[config.mk]
export PLATFORM = sky130hd
export DESIGN_NAME = apb_delayer
export DESIGN_NICKNAME = d
export VERILOG_FILES = /design/src/rtl/apb_pkg.sv /design/src/rtl/apb_delayer.sv
export VERILOG_INCLUDE_DIRS = /design/src /design/src/include
export SDC_FILE = /design/constraint.sdc
export NUM_CORES = 1
export LEC_CHECK = 0
export BUFFER_PORTS_ARGS = -buffer_cell sky130_fd_sc_hd__clkbuf_2
export CAP_MARGIN = 20
export CORE_AREA = 2 2 94 132
export DETAILED_ROUTE_END_ITERATION = 7
export DIE_AREA = 0 0 96 134
export PLACE_DENSITY = 0.68
export SYNTH_ARGS = -nofsm -noshare
export SYNTH_HDL_FRONTEND = slang
export SYNTH_SLANG_ARGS = --single-unit
[constraint.sdc]
create_clock -name clock -period 3.68 [get_ports clock]
set_input_delay 0.552 -clock clock [delete_from_list [all_inputs] [get_ports clock]]
set_output_delay 0.552 -clock clock [all_outputs]
set_load 0.05 [all_outputs]
[src/include/apb_island_macros.svh]
`ifndef APB_ISLAND_MACROS_SVH
`define APB_ISLAND_MACROS_SVH

// ----------------------------------------------------------------------
// bus widths
`define APB_ADDR_W 32
`define APB_DATA_W 32
`define APB_STRB_W (`APB_DATA_W / 8)

// ----------------------------------------------------------------------
// region codes, taken from paddr[31:28]
`define FAST_REGION    4'h0
`define SLOW_REGION_LO 4'hA
`define SLOW_REGION_HI 4'hB

// ----------------------------------------------------------------------
// slow clock ratio in eighths, 20 means 2.5 fast cycles per slow cycle
`define RATIO_FRAC_BITS 3
`define DELAY_RATIO_X8  20

`define SRAM_WORDS 256
`define FAST_WAIT  0
`define SLOW_WAIT  2

`endif

[src/rtl/apb_pkg.sv]
`default_nettype none

`include "apb_island_macros.svh"

package apb_pkg;

    // ------------------------------------------------------------------
    // request from a completer's point of view, 74 bits.
    typedef struct packed {
        logic [`APB_ADDR_W-1:0] paddr;
        logic                   psel;
        logic                   penable;
        logic [2:0]             pprot;     // carried through, never checked.
        logic                   pwrite;
        logic [`APB_DATA_W-1:0] pwdata;
        logic [`APB_STRB_W-1:0] pstrb;
    } apb_req_t;

    // ------------------------------------------------------------------
    // response back to the requester, 34 bits.
    typedef struct packed {
        logic                   pready;
        logic [`APB_DATA_W-1:0] prdata;    // only meaningful with pready.
        logic                   pslverr;
    } apb_rsp_t;

endpackage

`default_nettype wire

[src/rtl/apb_delayer.sv]
`timescale 1ns/1ps
`default_nettype none

`include "apb_island_macros.svh"

module apb_delayer (
    input  wire logic              clock,
    input  wire logic              reset,
    input  wire apb_pkg::apb_req_t up_req,
    output apb_pkg::apb_rsp_t      up_rsp,
    output apb_pkg::apb_req_t      dn_req,
    input  wire apb_pkg::apb_rsp_t dn_rsp
);

    typedef enum logic [1:0] {
        IDLE = 2'd0,
        REQ  = 2'd1,
        HOLD = 2'd2
    } state_t;

    localparam int ACC_W = 16;

    state_t            state;
    logic [ACC_W-1:0]  acc;                // fixed point while in REQ, whole cycles in HOLD.
    apb_pkg::apb_rsp_t rsp_q;
    logic              dn_done;
    logic              hold_done;

    assign dn_done   = (state == REQ) && dn_rsp.pready;
    assign hold_done = (state == HOLD) && (acc == '0);

    // ------------------------------------------------------------------
    // transfer FSM
    always_ff @(posedge clock or posedge reset) begin
        if (reset) begin
            state <= IDLE;
        end else begin
            case (state)
                IDLE: begin
                    if (up_req.psel) begin
                        state <= REQ;
                    end
                end
                REQ: begin
                    if (dn_rsp.pready) begin
                        state <= HOLD;
                    end
                end
                HOLD: begin
                    if (acc == '0) begin
                        state <= IDLE;     // master samples pready in this cycle.
                    end
                end
                default: begin
                    state <= IDLE;
                end
            endcase
        end
    end

    // ------------------------------------------------------------------
    // latency accumulator
    always_ff @(posedge clock or posedge reset) begin
        if (reset) begin
            acc <= '0;
        end else if (state == IDLE) begin
            acc <= '0;
        end else if (dn_done) begin
            acc <= acc >> `RATIO_FRAC_BITS;    // drop the fraction, floor of W x ratio.
        end else if (state == REQ) begin
            acc <= acc + ACC_W'(`DELAY_RATIO_X8);
        end else if (acc != '0) begin
            acc <= acc - 1'b1;
        end
    end

    always_ff @(posedge clock or posedge reset) begin
        if (reset) begin
            rsp_q <= '0;
        end else if (dn_done) begin
            rsp_q <= dn_rsp;
        end
    end

    // slave is released once it has answered.
    always_comb begin
        dn_req = up_req;
        if (state == HOLD) begin
            dn_req.psel    = 1'b0;
            dn_req.penable = 1'b0;
        end
    end

    always_comb begin
        up_rsp = '0;
        if (hold_done) begin
            up_rsp = rsp_q;
        end
    end

endmodule

`default_nettype wire

# Yosys cells after proc, flatten, opt, wreduce, memory -nomap -nowiden

Index checks and enable logic that the tools add are counted.

Bits in registers: 52
Latch bits: 0
Bits in writable memories: 0
Memory bits (read-only): 0
Logic and storage cells: 29
Memories: 0

$add $sub $neg: 2
Multiply operators: 0
Div/mod/pow operators: 0
Magnitude comparators: 0
Equality and inequality tests: 5
Shifts and indexed selects: 0
Multiplexer cells: 10
Bitwise gates (word level): 0
Reduce and logical (&&, ||, !) cells: 7

Operators by type and width:

| kind                  | number |
|---|---|
| $mux 16               | 4 |
| $mux 34               | 1 |
| $add 16x5->16 const B | 1 |
| $logic_not 16->1      | 1 |
| $reduce_bool 16->1    | 1 |
| $sub 16x1->16 const B | 1 |
| $mux 2                | 4 |
| $ne 2x2->1 const B    | 3 |
| $pmux 2 s3            | 1 |
| $reduce_bool 4->1     | 1 |
| $reduce_and 3->1      | 1 |
| $eq 2x1->1 const B    | 1 |
| $eq 2x2->1 const B    | 1 |
| $logic_and 1x1->1     | 2 |
| $logic_not 2->1       | 1 |

# Longest topological paths before layout

Depth after elaboration: 5
Gate-level depth with buffers: 8

# Least setup slack after synthesis

No wires, ideal clock.

Path type: register to output
From: register acc[4]
To: output up_rsp[10] in the netlist's numbering
Data arrival time: 2.285 ns
Slack: 0.843 ns
Stages on the path, launching flop included: 8
Buffers on the path: 2
Path through: dfrtp_1 buf_6 or3_4 or3_4 nor4_2 and3b_4 buf_6 and2_1

RTL lines:

| element                  | RTL line          | text |
|---|---|---|
| start: declaration       | apb_delayer.sv:24 | `logic [ACC_W-1:0] acc;` |
| start signal: assignment | apb_delayer.sv:69 | `` acc <= acc >> `RATIO_FRAC_BITS; `` |
| start signal: assignment | apb_delayer.sv:71 | `` acc <= acc + ACC_W'(`DELAY_RATIO_X8); `` |
| start signal: assignment | apb_delayer.sv:73 | `acc <= acc - 1'b1;` |
| end: declaration         | apb_delayer.sv:10 | `output apb_pkg::apb_rsp_t up_rsp,` |

==> results.cfg <==
[layout]
final_common_cell = nand2_1
layoutNonFillerInstCount = 552
fin_util_pct = 30.2
final_nets = 518
synthToLayoutAreaGrowth_pct = 3.40
fillers = 1225
final_cell_mix = nand2_1, clkbuf_2, dfrtp_1
diodes = 0
drive_gt1_share_pct = 23.2

[setup_path]
crit_required_ns = 3.13
cp-start-kind = flip-flop
max_stage_delay_ns = 0.46
slowest_stage = dfrtp_1
cp_common_cell = or3_4
rrSetupSlack_ns = 1.25
crit_fanout = 34
worstSetupPathType = reg2out
critPathCaptureType = output pin
worst_ep_arrival_time_ns = 2.72
reg2reg_to = acc[10]$_DFFE_PP0P_
reg2regPathDepth = 5
r2r-start = state[1]$_DFFE_PP0P_
crit_path_cell_trace = or3_4 > or3_4 > nor4_2 > and3b_4 > and2_1 > clkbuf_2

[pwr]
powerDensity_nw_per_um2 = 767
seq_power_share_pct = 37.7
p_comb_share_pct = 42.7
p_clk_share_pct = 19.6
p_int_w = 0.00159
switchingPower_w = 0.00112
power.leakage_nw = 1.76
ir_worst_vdd_mv = 0.247
finalPower_w = 0.00271
netSwitchingFraction_pct = 41.2

[yosys]
synth_nets = 526
netlist_area_um2 = 3420
yosysTopAreaCell = dfrtp_1
synth-async-reset-ratio_pct = 100
synth-seq-cells = 52
synth.top_cell.area_share_pct = 38.1
yosys_warnings = 0
synthCells = 412
ys_seq_area_share_pct = 38.1
synth_ff_type = dfrtp_1
synth_cell_types = 47
synth_area_leaders = dfrtp_1, buf_4, nand2_1, and2_1, xnor2_1
synth_edf_count = 0
post_synth.cell_area_avg_um2 = 8.30

[flow_run]
maxCapViolations = 0

[floorplan]
rows = 47
start_util_pct = 29.2
core_um2 = 11700
dieWidth_um = 96
die_area_um2 = 12900
ios = 218
fp.dieH_um = 134

[outcome]
status = finished clean

[cts]
cts_setup_buffers = 0
cts_inserted_buffers = 5
clkSlewWorstSetupHoldPaths_ns = 0.07
cts_tree = built
cts_resized = 0
clock-sinks = 52
clk_latency_ns = 0.29
cts_root_buffer = clkbuf_16
cts_hold_buf = 0
htreeDepth = 2
cts_buffer_depth = 2

[placed_design]
port-buffer-count = 73
dpl.hpwl_um = 5850
gp_congestion = 0.892
dp.cells = 544

[sta]
rsz0062_at_grt = no
worst_slew_pin_slew_ns = 0.648
slew_headroom_pct = 56.7
slew_violations = 0
period_needed_ns = 3.27
finalSetupViolations = 0
final_hold_viol_count = 0
finClkSkew_ns = 0.00835
min_period_over_period_pct = 88.9
clock.fmax_mhz = 306
fin_setup_tns_ns = 0

[global_routing]
grt_pass1_vias = 2533
grt_first_pass_wirelength_um = 12100
grt_antenna_before_repair = 0
grt_overflow = 0
grt_start_max_net_pins = 44
grt.total_usage_pct = 12.0

[min_path]
hold_class = in2async

[detailed_routing]
drtAntennaViolNets = 0
drt-total-wl_um = 7800
drtIter0Drc = 194
detail_route.wl_per_cell_um = 14.1
route.detailed.drc = 0
routed-via-count = 2646
via_per_inst = 4.79
drtPass1Iterations = 4
-- state kept, by name (all words and copies together) (netlist names) --
signal  count
state       2
acc        16
rsp_q      34
-- worst max path at each step --
stage / from / end / slack [ns] / depth (start not counted)
finish: acc[4]$_DFFE_PP0P_ / up_rsp[20] / 0.41 / 6
global route: acc[5]$_DFFE_PP0P_ / up_rsp[27] / 0.22 / 6
CTS: acc[4]$_DFFE_PP0P_ / up_rsp[20] / 0.37 / 6
detailed placement: acc[5]$_DFFE_PP0P_ / up_rsp[20] / 0.69 / 6
global placement: acc[5]$_DFFE_PP0P_ / up_rsp[17] / 0.74 / 6
floorplan: acc[4]$_DFFE_PP0P_ / up_rsp[10] / 0.84 / 7
-- critical path, delay by kind of cell (launching register included) --
kind | cells | cell delay, ns
buf+inv | 1 | 0.27
flops | 1 | 0.46
simple gates | 5 | 1.68
-- kinds of logic (layout without fill, tap and decap cells) --
kind of cell / Yosys count / in the layout / share of synthesized area, %
fa+ha+maj: 4 / 4 / 1.46
compound gates: 41 / 41 / 8.05
simple gates: 202 / 202 / 29.2
xor+xnor: 7 / 7 / 1.79
mux: 5 / 5 / 1.54
buf+inv: 101 / 94 / 19.9
flops: 52 / 52 / 38.1
-- Yosys cell counts, drive strengths merged, types with 4 or more instances --
cell	number
a21oi	10
dfrtp	52
nand3	6
inv	10
xnor2	7
nor2	12
nand2b	6
o32ai	4
ha	4
nand2	111
nand4b	4
o21ai	6
nor4	5
and2	36
buf	79
or3	8
clkbuf	12
nor3	4
-- routing by layer --
metal  GRT usage (%)  part of all wire (%)  routed length, um  vias to the layer above
met2            20.5                    50               3890                      122
met1            12.0                    36               2820                     1216
met5               0                     0                  0                        -
met3            3.03                   7.1                556                       46
li1                -                     -                  -                     1262
met4            9.37                   6.8                532                        0
-- through the flow --
step | hold WS (ns) | setup WS, ns | area [um^2]
CTS | 0.198 | 0.365 | 3540
global placement | 0.443 | 0.742 | 3350
detailed placement | 0.453 | 0.691 | 3370
floorplan | 0.425 | 0.843 | 3420
global route | 0.213 | 0.225 | 3540
finish | 0.194 | 0.408 | 3540
-- cell type report --
| type | instances | area [um^2] | share of cell area (%) |
|---|---|---|---|
| clock buffers | 5 | 125 | 3.54 |
| inverters | 10 | 37.5 | 1.06 |
| clock inverters | 3 | 42.5 | 1.20 |
| flip-flops and latches | 52 | 1300 | 36.8 |
| multi-input cells | 259 | 1450 | 40.9 |
| repair buffers | 76 | 400 | 11.3 |
| well taps | 147 | 184 | 5.20 |
-- power groups by stage --
stage | clock network, W | logic, W | registers, W
after global placement | 0 | 0.00114 | 0.00102
after floorplan | 0 | 0.00118 | 0.000931
after CTS | 0.000548 | 0.00117 | 0.00102
after global routing | 0.000577 | 0.00129 | 0.00106
final | 0.000532 | 0.00116 | 0.00102
after detailed placement | 0 | 0.00116 | 0.00103
No activity file was read; power rests on OpenSTA's default activity.
