==> config.mk <==
export PLATFORM = sky130hd
export DESIGN_NAME = apb_decoder
export DESIGN_NICKNAME = d
export VERILOG_FILES = /design/src/rtl/apb_pkg.sv /design/src/rtl/apb_decoder.sv
export VERILOG_INCLUDE_DIRS = /design/src /design/src/include
export SDC_FILE = /design/constraint.sdc
export NUM_CORES = 1
export LEC_CHECK = 0
export ABC_CLOCK_PERIOD_IN_PS = 4150
export BUFFER_PORTS_ARGS = -buffer_cell sky130_fd_sc_hd__buf_2
export CORE_AREA = 10 10 117 119
export DETAILED_ROUTE_END_ITERATION = 8
export DIE_AREA = 0 0 127 129
export PLACE_DENSITY = 0.55
export SYNTH_ARGS = -nofsm -noshare
export SYNTH_HDL_FRONTEND = slang
export SYNTH_SLANG_ARGS = --single-unit
==> constraint.sdc <==
create_clock -name vclk -period 4.15
set_input_delay 0.83 -clock vclk [all_inputs]
set_output_delay 0.83 -clock vclk [all_outputs]
set_load 0.005 [all_outputs]
==> src/include/apb_island_macros.svh <==
`ifndef APB_ISLAND_MACROS_SVH
`define APB_ISLAND_MACROS_SVH

// ----------------------------------------------------------------------
// bus widths
`define APB_ADDR_W 32
`define APB_DATA_W 32
`define APB_STRB_W (`APB_DATA_W / 8)

// ----------------------------------------------------------------------
// region codes, taken from paddr[31:28]
`define FAST_REGION    4'h0
`define SLOW_REGION_LO 4'hA
`define SLOW_REGION_HI 4'hB

// ----------------------------------------------------------------------
// slow clock ratio in eighths, 20 means 2.5 fast cycles per slow cycle
`define RATIO_FRAC_BITS 3
`define DELAY_RATIO_X8  20

`define SRAM_WORDS 256
`define FAST_WAIT  0
`define SLOW_WAIT  2

`endif

==> src/rtl/apb_pkg.sv <==
`default_nettype none

`include "apb_island_macros.svh"

package apb_pkg;

    // ------------------------------------------------------------------
    // request from a completer's point of view, 74 bits.
    typedef struct packed {
        logic [`APB_ADDR_W-1:0] paddr;
        logic                   psel;
        logic                   penable;
        logic [2:0]             pprot;     // carried through, never checked.
        logic                   pwrite;
        logic [`APB_DATA_W-1:0] pwdata;
        logic [`APB_STRB_W-1:0] pstrb;
    } apb_req_t;

    // ------------------------------------------------------------------
    // response back to the requester, 34 bits.
    typedef struct packed {
        logic                   pready;
        logic [`APB_DATA_W-1:0] prdata;    // only meaningful with pready.
        logic                   pslverr;
    } apb_rsp_t;

endpackage

`default_nettype wire

==> src/rtl/apb_decoder.sv <==
`timescale 1ns/1ps
`default_nettype none

`include "apb_island_macros.svh"

module apb_decoder (
    input  wire apb_pkg::apb_req_t req,
    output apb_pkg::apb_rsp_t      rsp,
    output apb_pkg::apb_req_t      fast_req,
    output apb_pkg::apb_req_t      slow_req,
    input  wire apb_pkg::apb_rsp_t fast_rsp,
    input  wire apb_pkg::apb_rsp_t slow_rsp
);

    logic [3:0] region;
    logic       hit_fast;
    logic       hit_slow;
    logic       err_done;

    // ------------------------------------------------------------------
    // address window
    assign region   = req.paddr[`APB_ADDR_W-1 -: 4];
    assign hit_fast = (region == `FAST_REGION);
    assign hit_slow = (region >= `SLOW_REGION_LO) && (region <= `SLOW_REGION_HI);

    // unmapped transfers finish in their first access cycle.
    assign err_done = req.psel && req.penable && !hit_fast && !hit_slow;

    // ------------------------------------------------------------------
    // request fan-out
    always_comb begin
        fast_req         = req;
        fast_req.psel    = req.psel && hit_fast;
        fast_req.penable = req.penable && hit_fast;
    end

    always_comb begin
        slow_req         = req;
        slow_req.psel    = req.psel && hit_slow;
        slow_req.penable = req.penable && hit_slow;
    end

    // ------------------------------------------------------------------
    // response mux
    always_comb begin
        if (hit_fast) begin
            rsp = fast_rsp;
        end else if (hit_slow) begin
            rsp = slow_rsp;
        end else begin
            rsp.pready  = err_done;
            rsp.prdata  = '0;
            rsp.pslverr = err_done;
        end
    end

endmodule

`default_nettype wire

Word-level counts from Yosys, hierarchy flattened

Cells that the tools add are included.

Register bits after elaboration: 0
Input bits: 142
Output and inout bits: 182
Word-level logic and storage cells: 15

Order comparisons: 2
Multiplexer cells: 2
Reduce and logical (&&, ||, !) cells: 11

Operators by type and width:

| operator             | count |
|---|---|
| $mux W34             | 2 |
| $logic_and A1 B1 Y1  | 8 |
| $ge A4 B4 Y1 const B | 1 |
| $le A4 B4 Y1 const B | 1 |
| $logic_not A4 Y1     | 1 |
| $logic_not A1 Y1     | 2 |

Logic depth before layout (Yosys ltp)

Gate-level depths: netlist of the first run.

Word-level depth: 6
Depth in mapped cells: 4
Gate-level depth less buffers: 3

Least setup slack after synthesis of the first run

Ideal clock, no wire load.

Path type: input to output
Start point: in req[73] in the netlist's numbering
End point: out rsp[10] in the netlist's numbering
Arrival: 1673 ps
Data required time: 3320 ps
Setup slack: 1647 ps
Stages on the path: 3
Buffers on the path: 1
Path through: nor4_4 buf_2 a22o_1

RTL lines:

| item            | RTL line         | source |
|---|---|---|
| start, declared | apb_decoder.sv:7 | `input wire apb_pkg::apb_req_t req,` |
| end, declared   | apb_decoder.sv:8 | `output apb_pkg::apb_rsp_t rsp,` |

==> metrics.txt, run 1 <==
outcome completed; Final Wtd Congestion slightly above 0.7; Startpoint Class primary input; Total Neg Setup Slack 0 ns; hold slack 1.660 ns; Final Instance Count excl. Fillers 307; Area contributors post-synth buf_4 73%, a22o_1 19%, and2_1 1.7%; FILL cells about 1300; Core ar. ~0.011 mm2; minimum clock period roughly 3.2 ns; Worst Hold Class in -> out; Die Wd about 130 um; Leak around 0.68 nW; worst-path cell chain buf_2, nor4_4, buf_4, a22o_1, buf_2; critical path peak fanout 23; first-pass GRT wire length between 8 and 9 mm; synthesized area per cell 7.656 um2; Worst Tran Pin Value about 0.75 ns; Max-slew headroom roughly half; cell taking the most area after synthesis buf_4; clock buffers 0; IO Port Bufs between 100 and 150; initial antenna violation count 0; unrepaired setup endpoints after global routing false; top-area cell type share of the netlist area between 70% and 80%; CP Capture Type output pin; critical path class in -> out; total gr overflow 0; post-route ant nets 0; Crit path max-delay family simple AND/OR/NAND/NOR gates; Synth Warn # 0; share of cells above drive strength 1 between 70% and 80%; Netlist cell types 10; die height between 100 and 150 um; Nets slightly above 300; Hold Crit Depth 0; Post-CTS Resized 0; GRT Util Overall ~6.5%; maxcap violations 0; vias in the first global route approximately 1200; FMAX between 300 and 400 MHz; Area Growth Syn to Fin -21.59%; PnR worst setup slack 0.9974 ns; 1st-pass router iterations 3; Final setup viols 0; sequential share of the synthesized area 0%; drt wl/cell approximately 20 um; Worst path max stage delay about 0.70 ns; CTS Hold Bufs 0; Worst path depth 5; CP max-delay cell nor4_4; Power Dens Cells a little over 70 mW/mm2; Syn Inst Count 193; routed wire length 6.225 mm; Mapped Area 0.001478 mm2; starting density of the core between 10% and 20%; Via-to-Cell Ratio 3.401; Antenna Cells 0; largest net degree at the start of global routing 25; Fin. Hold Viols 0; Reg area 0 um2; crit path DAT about 2.3 ns; Buf/Inv on CP 3; DP HPWL a little under 6 mm; routed vias roughly 1000; Worst VDD drop between 0.02 and 0.025 mV; dpl cells 307; Ports 324; Post-Syn Nets ~340; postcts setup bufs 0; fin. max-slew vios 0; CP dominant cell by count buf_2; worst path required time ~3.3 ns; Initial DRC Count 9; FP Rows 39; DRC 0; die area 0.01638 mm2; Place WS around 1 ns; area occupied by multi-input gates about 360 um2; FF+latch count 0; Tcrit/Tclk final 75.97%
[cell families after synthesis]
logic type,count (synthesis),share of synthesized area (%)
AND/OR/NAND/NOR,8,4.318
buffers and inverters,151,75.36
AO/OA/AOI/OAI,34,20.32
[cell usage after synthesis]
library cell and number:
nand2_1 1, a221o_1 2, clkbuf_1 2, and2_1 4
buf_4 144, a22o_1 32, nor3_1 1, and3b_1 1
nor4_4 1, buf_2 5
[layer usage]
| layer | up-vias | global-route usage (%) | wire length, um |
|---|---|---|---|
| met3 | 44 | 3.819 | 1045 |
| met5 | - | 0 | 0 |
| met1 | 433 | 4.778 | 1617 |
| met4 | 0 | 4.354 | 396 |
| met2 | 123 | 12.42 | 3165 |
| li1 | 444 | - | - |
[through the flow]
step | instance area (um2) | total power, mW | utilization (%)
final | 1159 | 0.08419 | 10.23
after global routing | 1159 | 0.09350 | 10.23
after detailed placement | 1159 | 0.08589 | 10.23
after CTS | 1159 | 0.08606 | 10.23
after floorplan | 1478 | 0.1367 | -
after global placement | 1159 | 0.08432 | 10.23
[placed cells by master, fill, tap and decap left out]
master / Yosys / layout
nand2_1: 1 / 1
buf_4: 144 / 2
a22o_1: 32 / 32
and3b_1: 1 / 1
and2_1: 4 / 4
buf_2: 5 / 120
nor3_1: 1 / 1
a221o_1: 2 / 2
nor4_4: 1 / 1
[power breakdown]
group / total, mW / internal [mW] / switching, mW
Clock: 0 / 0 / 0
Sequential: 0 / 0 / 0
Combinational: 0.0842 / 0.0488 / 0.0354
[path summary, 6_finish.rpt]
check    start            to  slack (ns)
max    req[73]       rsp[30]         1.0
min    req[17]  fast_req[17]        1.66
[final cells by class]
| cell class | count | share of cell area, % |
|---|---|---|
| repair buffers | 122 | 53.13 |
| multi-input cells | 42 | 31.43 |
| well taps | 143 | 15.44 |
Power figures use the tool's default switching activity.
==> inputs of run 2 (changes only) <==
- ABC_CLOCK_PERIOD_IN_PS: 4150 -> 3200
- CORE_AREA: 10 10 117 119 -> 10 10 118 120
- DIE_AREA: 0 0 127 129 -> 0 0 128 130
- PLACE_DENSITY: 0.55 -> 0.54
- clock period: 4.15 -> 3.2 ns (I/O delays scaled with it)
==> run 2 against run 1 <==
Effect of this change: critical path type unchanged; die area increased by 1.6%; largest cell class unchanged; largest power group unchanged; critical path depth grew 1; routed wire length up 14%; count of clock-buffer cells in the layout unchanged.
==> metrics.txt, run 2 (same netlist as run 1, synthesis figures left out) <==
worst setup path start req[73]; post-route ant nets 0 (unchanged); fin. max-slew vios 0 (unchanged); Leak 0.6901 nW (+1.6%); Endpoint, Worst Hold fast_req[1]; Crit path max-delay family buffers and inverters; CTS Hold Bufs 0 (unchanged); IO Port Bufs 120 (unchanged); met2 wire length 3.120 mm (-1.4%); die area 0.01664 mm2 (+1.6%); Hold Crit Start req[1]; Die Wd 128 um (+0.79%); minimum clock period between 2 and 3 ns; Tcrit/Tclk final roughly 81%; total gr overflow 0 (unchanged); Worst Tran Pin Value 0.3783 ns (-0.3686 ns); CP Capture Type output pin; critical path peak fanout 37 (+61%); DP HPWL 6.468 mm (+12%); worst-path cell chain buf_2, nor4_4, buf_4, nor3_1, a221o_1, buf_2; drt wl/cell 22.63 um (+12%); Reg area 0 um2 (unchanged); crit path DAT 1.95 ns (-0.37 ns); Final Instance Count excl. Fillers 313 (+2.0%); postcts setup bufs 0 (unchanged); FP Rows 40 (+2.6%); die height 130 um (+0.78%); routed wire length 7.084 mm (+14%); first-pass GRT wire length 9.239 mm (+12%); FF+latch count 0 (unchanged); most frequent cells in the layout 120 x buf_2, 32 x a22o_1, 4 x and2_1, 4 x buf_4, 2 x a221o_1; Worst Hold Class in -> out; commonest non-fill, non-tap cell in the layout buf_2; Total Neg Setup Slack 0 ns (unchanged); clock buffers 0 (unchanged); met3 wire len 1.453 mm (+39%); Core ar. 0.01171 mm2 (+3.4%); Final Wtd Congestion 0.7181 (-0.11%); Fin. Hold Viols 0 (unchanged); CP dominant cell by count buf_2; Max-slew headroom 74.78% (+25 points); sequential share of power 0% (unchanged); Hold Crit Depth 0 (unchanged); GRT Util Overall 7.319% (+0.79 points); sw frac 43.55% (+1.5 points); critical path class in -> out; Area Growth Syn to Fin -20.24%; vias in the first global route 1240 (+5.7%); share of cells above drive strength 1 75.30% (+0.30 points); worst path required time 2.56 ns (-0.76 ns); dpl cells 313 (+2.0%); starting density of the core 12.62% (-0.44 points); FILL cells 1376 (+3.2%); Ports 324 (unchanged); Via-to-Cell Ratio 3.543 (+4.2%); outcome completed; unrepaired setup endpoints after global routing false; Nets 310 (+0.65%); Initial DRC Count 18 (+9); P_int 64.66 uW (+32%); area occupied by multi-input gates 364.1 um2 (unchanged); CP max-delay cell buf_4; Worst path max stage delay 0.38 ns (-0.32 ns); Startpoint Class primary input; Post-CTS Resized 0 (unchanged); FMAX a little under 400 MHz; Comb pwr share 100.0% (about the same); largest net degree at the start of global routing 38 (+52%); initial antenna violation count 1 (+1); clock group share of total power 0% (unchanged); Final setup viols 0 (unchanged); Antenna Cells 0 (unchanged); Metal-1 WL 1.929 mm (+19%); routed vias 1109 (+6.2%); Buf/Inv on CP 3 (unchanged); Net Sw Power 49.88 uW (+41%); 1st-pass router iterations 2 (-1); Worst VDD drop 0.02313 mV (-7.1%); uppermost layer routed met5; DRC 0 (unchanged); Power Dens Cells 97.18 mW/mm2 (+34%); maxcap violations 0 (unchanged)
run 2: changes by cell type in the layout (fill, tap and decap cells not counted), sizes merged:
| cell | delta |
|---|---|
| buf | +2 |
run 2: cell type report:
cell class	instances	share of cell area, %
Multi-Input combinational cell	42	30.89
Tap cell	147	15.61
Timing Repair Buffer	124	53.50
run 2: stage by stage:
| step | setup WS (ns) | hold slack [ns] | cell area [um2] | util (%) | total power [mW] |
|---|---|---|---|---|---|
| 5_1_grt | 0.4752 | 1.280 | 1179 | 10.06 | 0.1279 |
| 3_5_place_dp | 0.5923 | 1.280 | 1179 | 10.06 | 0.1175 |
| 6_report | 0.6113 | 1.280 | 1179 | 10.06 | 0.1145 |
| 2_1_floorplan | 1.077 | 1.361 | 1478 | - | 0.1772 |
| 3_3_place_gp | 0.6393 | 1.280 | 1179 | 10.06 | 0.1152 |
| 4_1_cts | 0.5880 | 1.280 | 1179 | 10.06 | 0.1182 |
run 2: routing by layer:
metal	global-route usage, %	vias to the layer above
met2	12.06	126
met3	5.801	82
met1	5.733	449
met4	5.364	2
met5	0	-
li1	-	450
run 2: how the worst max path moves through the flow:
stage / slack [ns] / depth (start not counted) / end
after detailed placement: 0.59 / 6 / rsp[33]
after global placement: 0.64 / 6 / rsp[0]
final: 0.61 / 6 / rsp[33]
after CTS: 0.59 / 6 / rsp[33]
after floorplan: 1.08 / 3 / rsp[10]
after global routing: 0.48 / 6 / rsp[0]
run 2: power by group through the flow:
stage	combinational [mW]	clock (mW)	sequential, mW
after floorplan	0.177	0	0
after global placement	0.115	0	0
after detailed placement	0.118	0	0
after CTS	0.118	0	0
after global routing	0.128	0	0
final	0.115	0	0
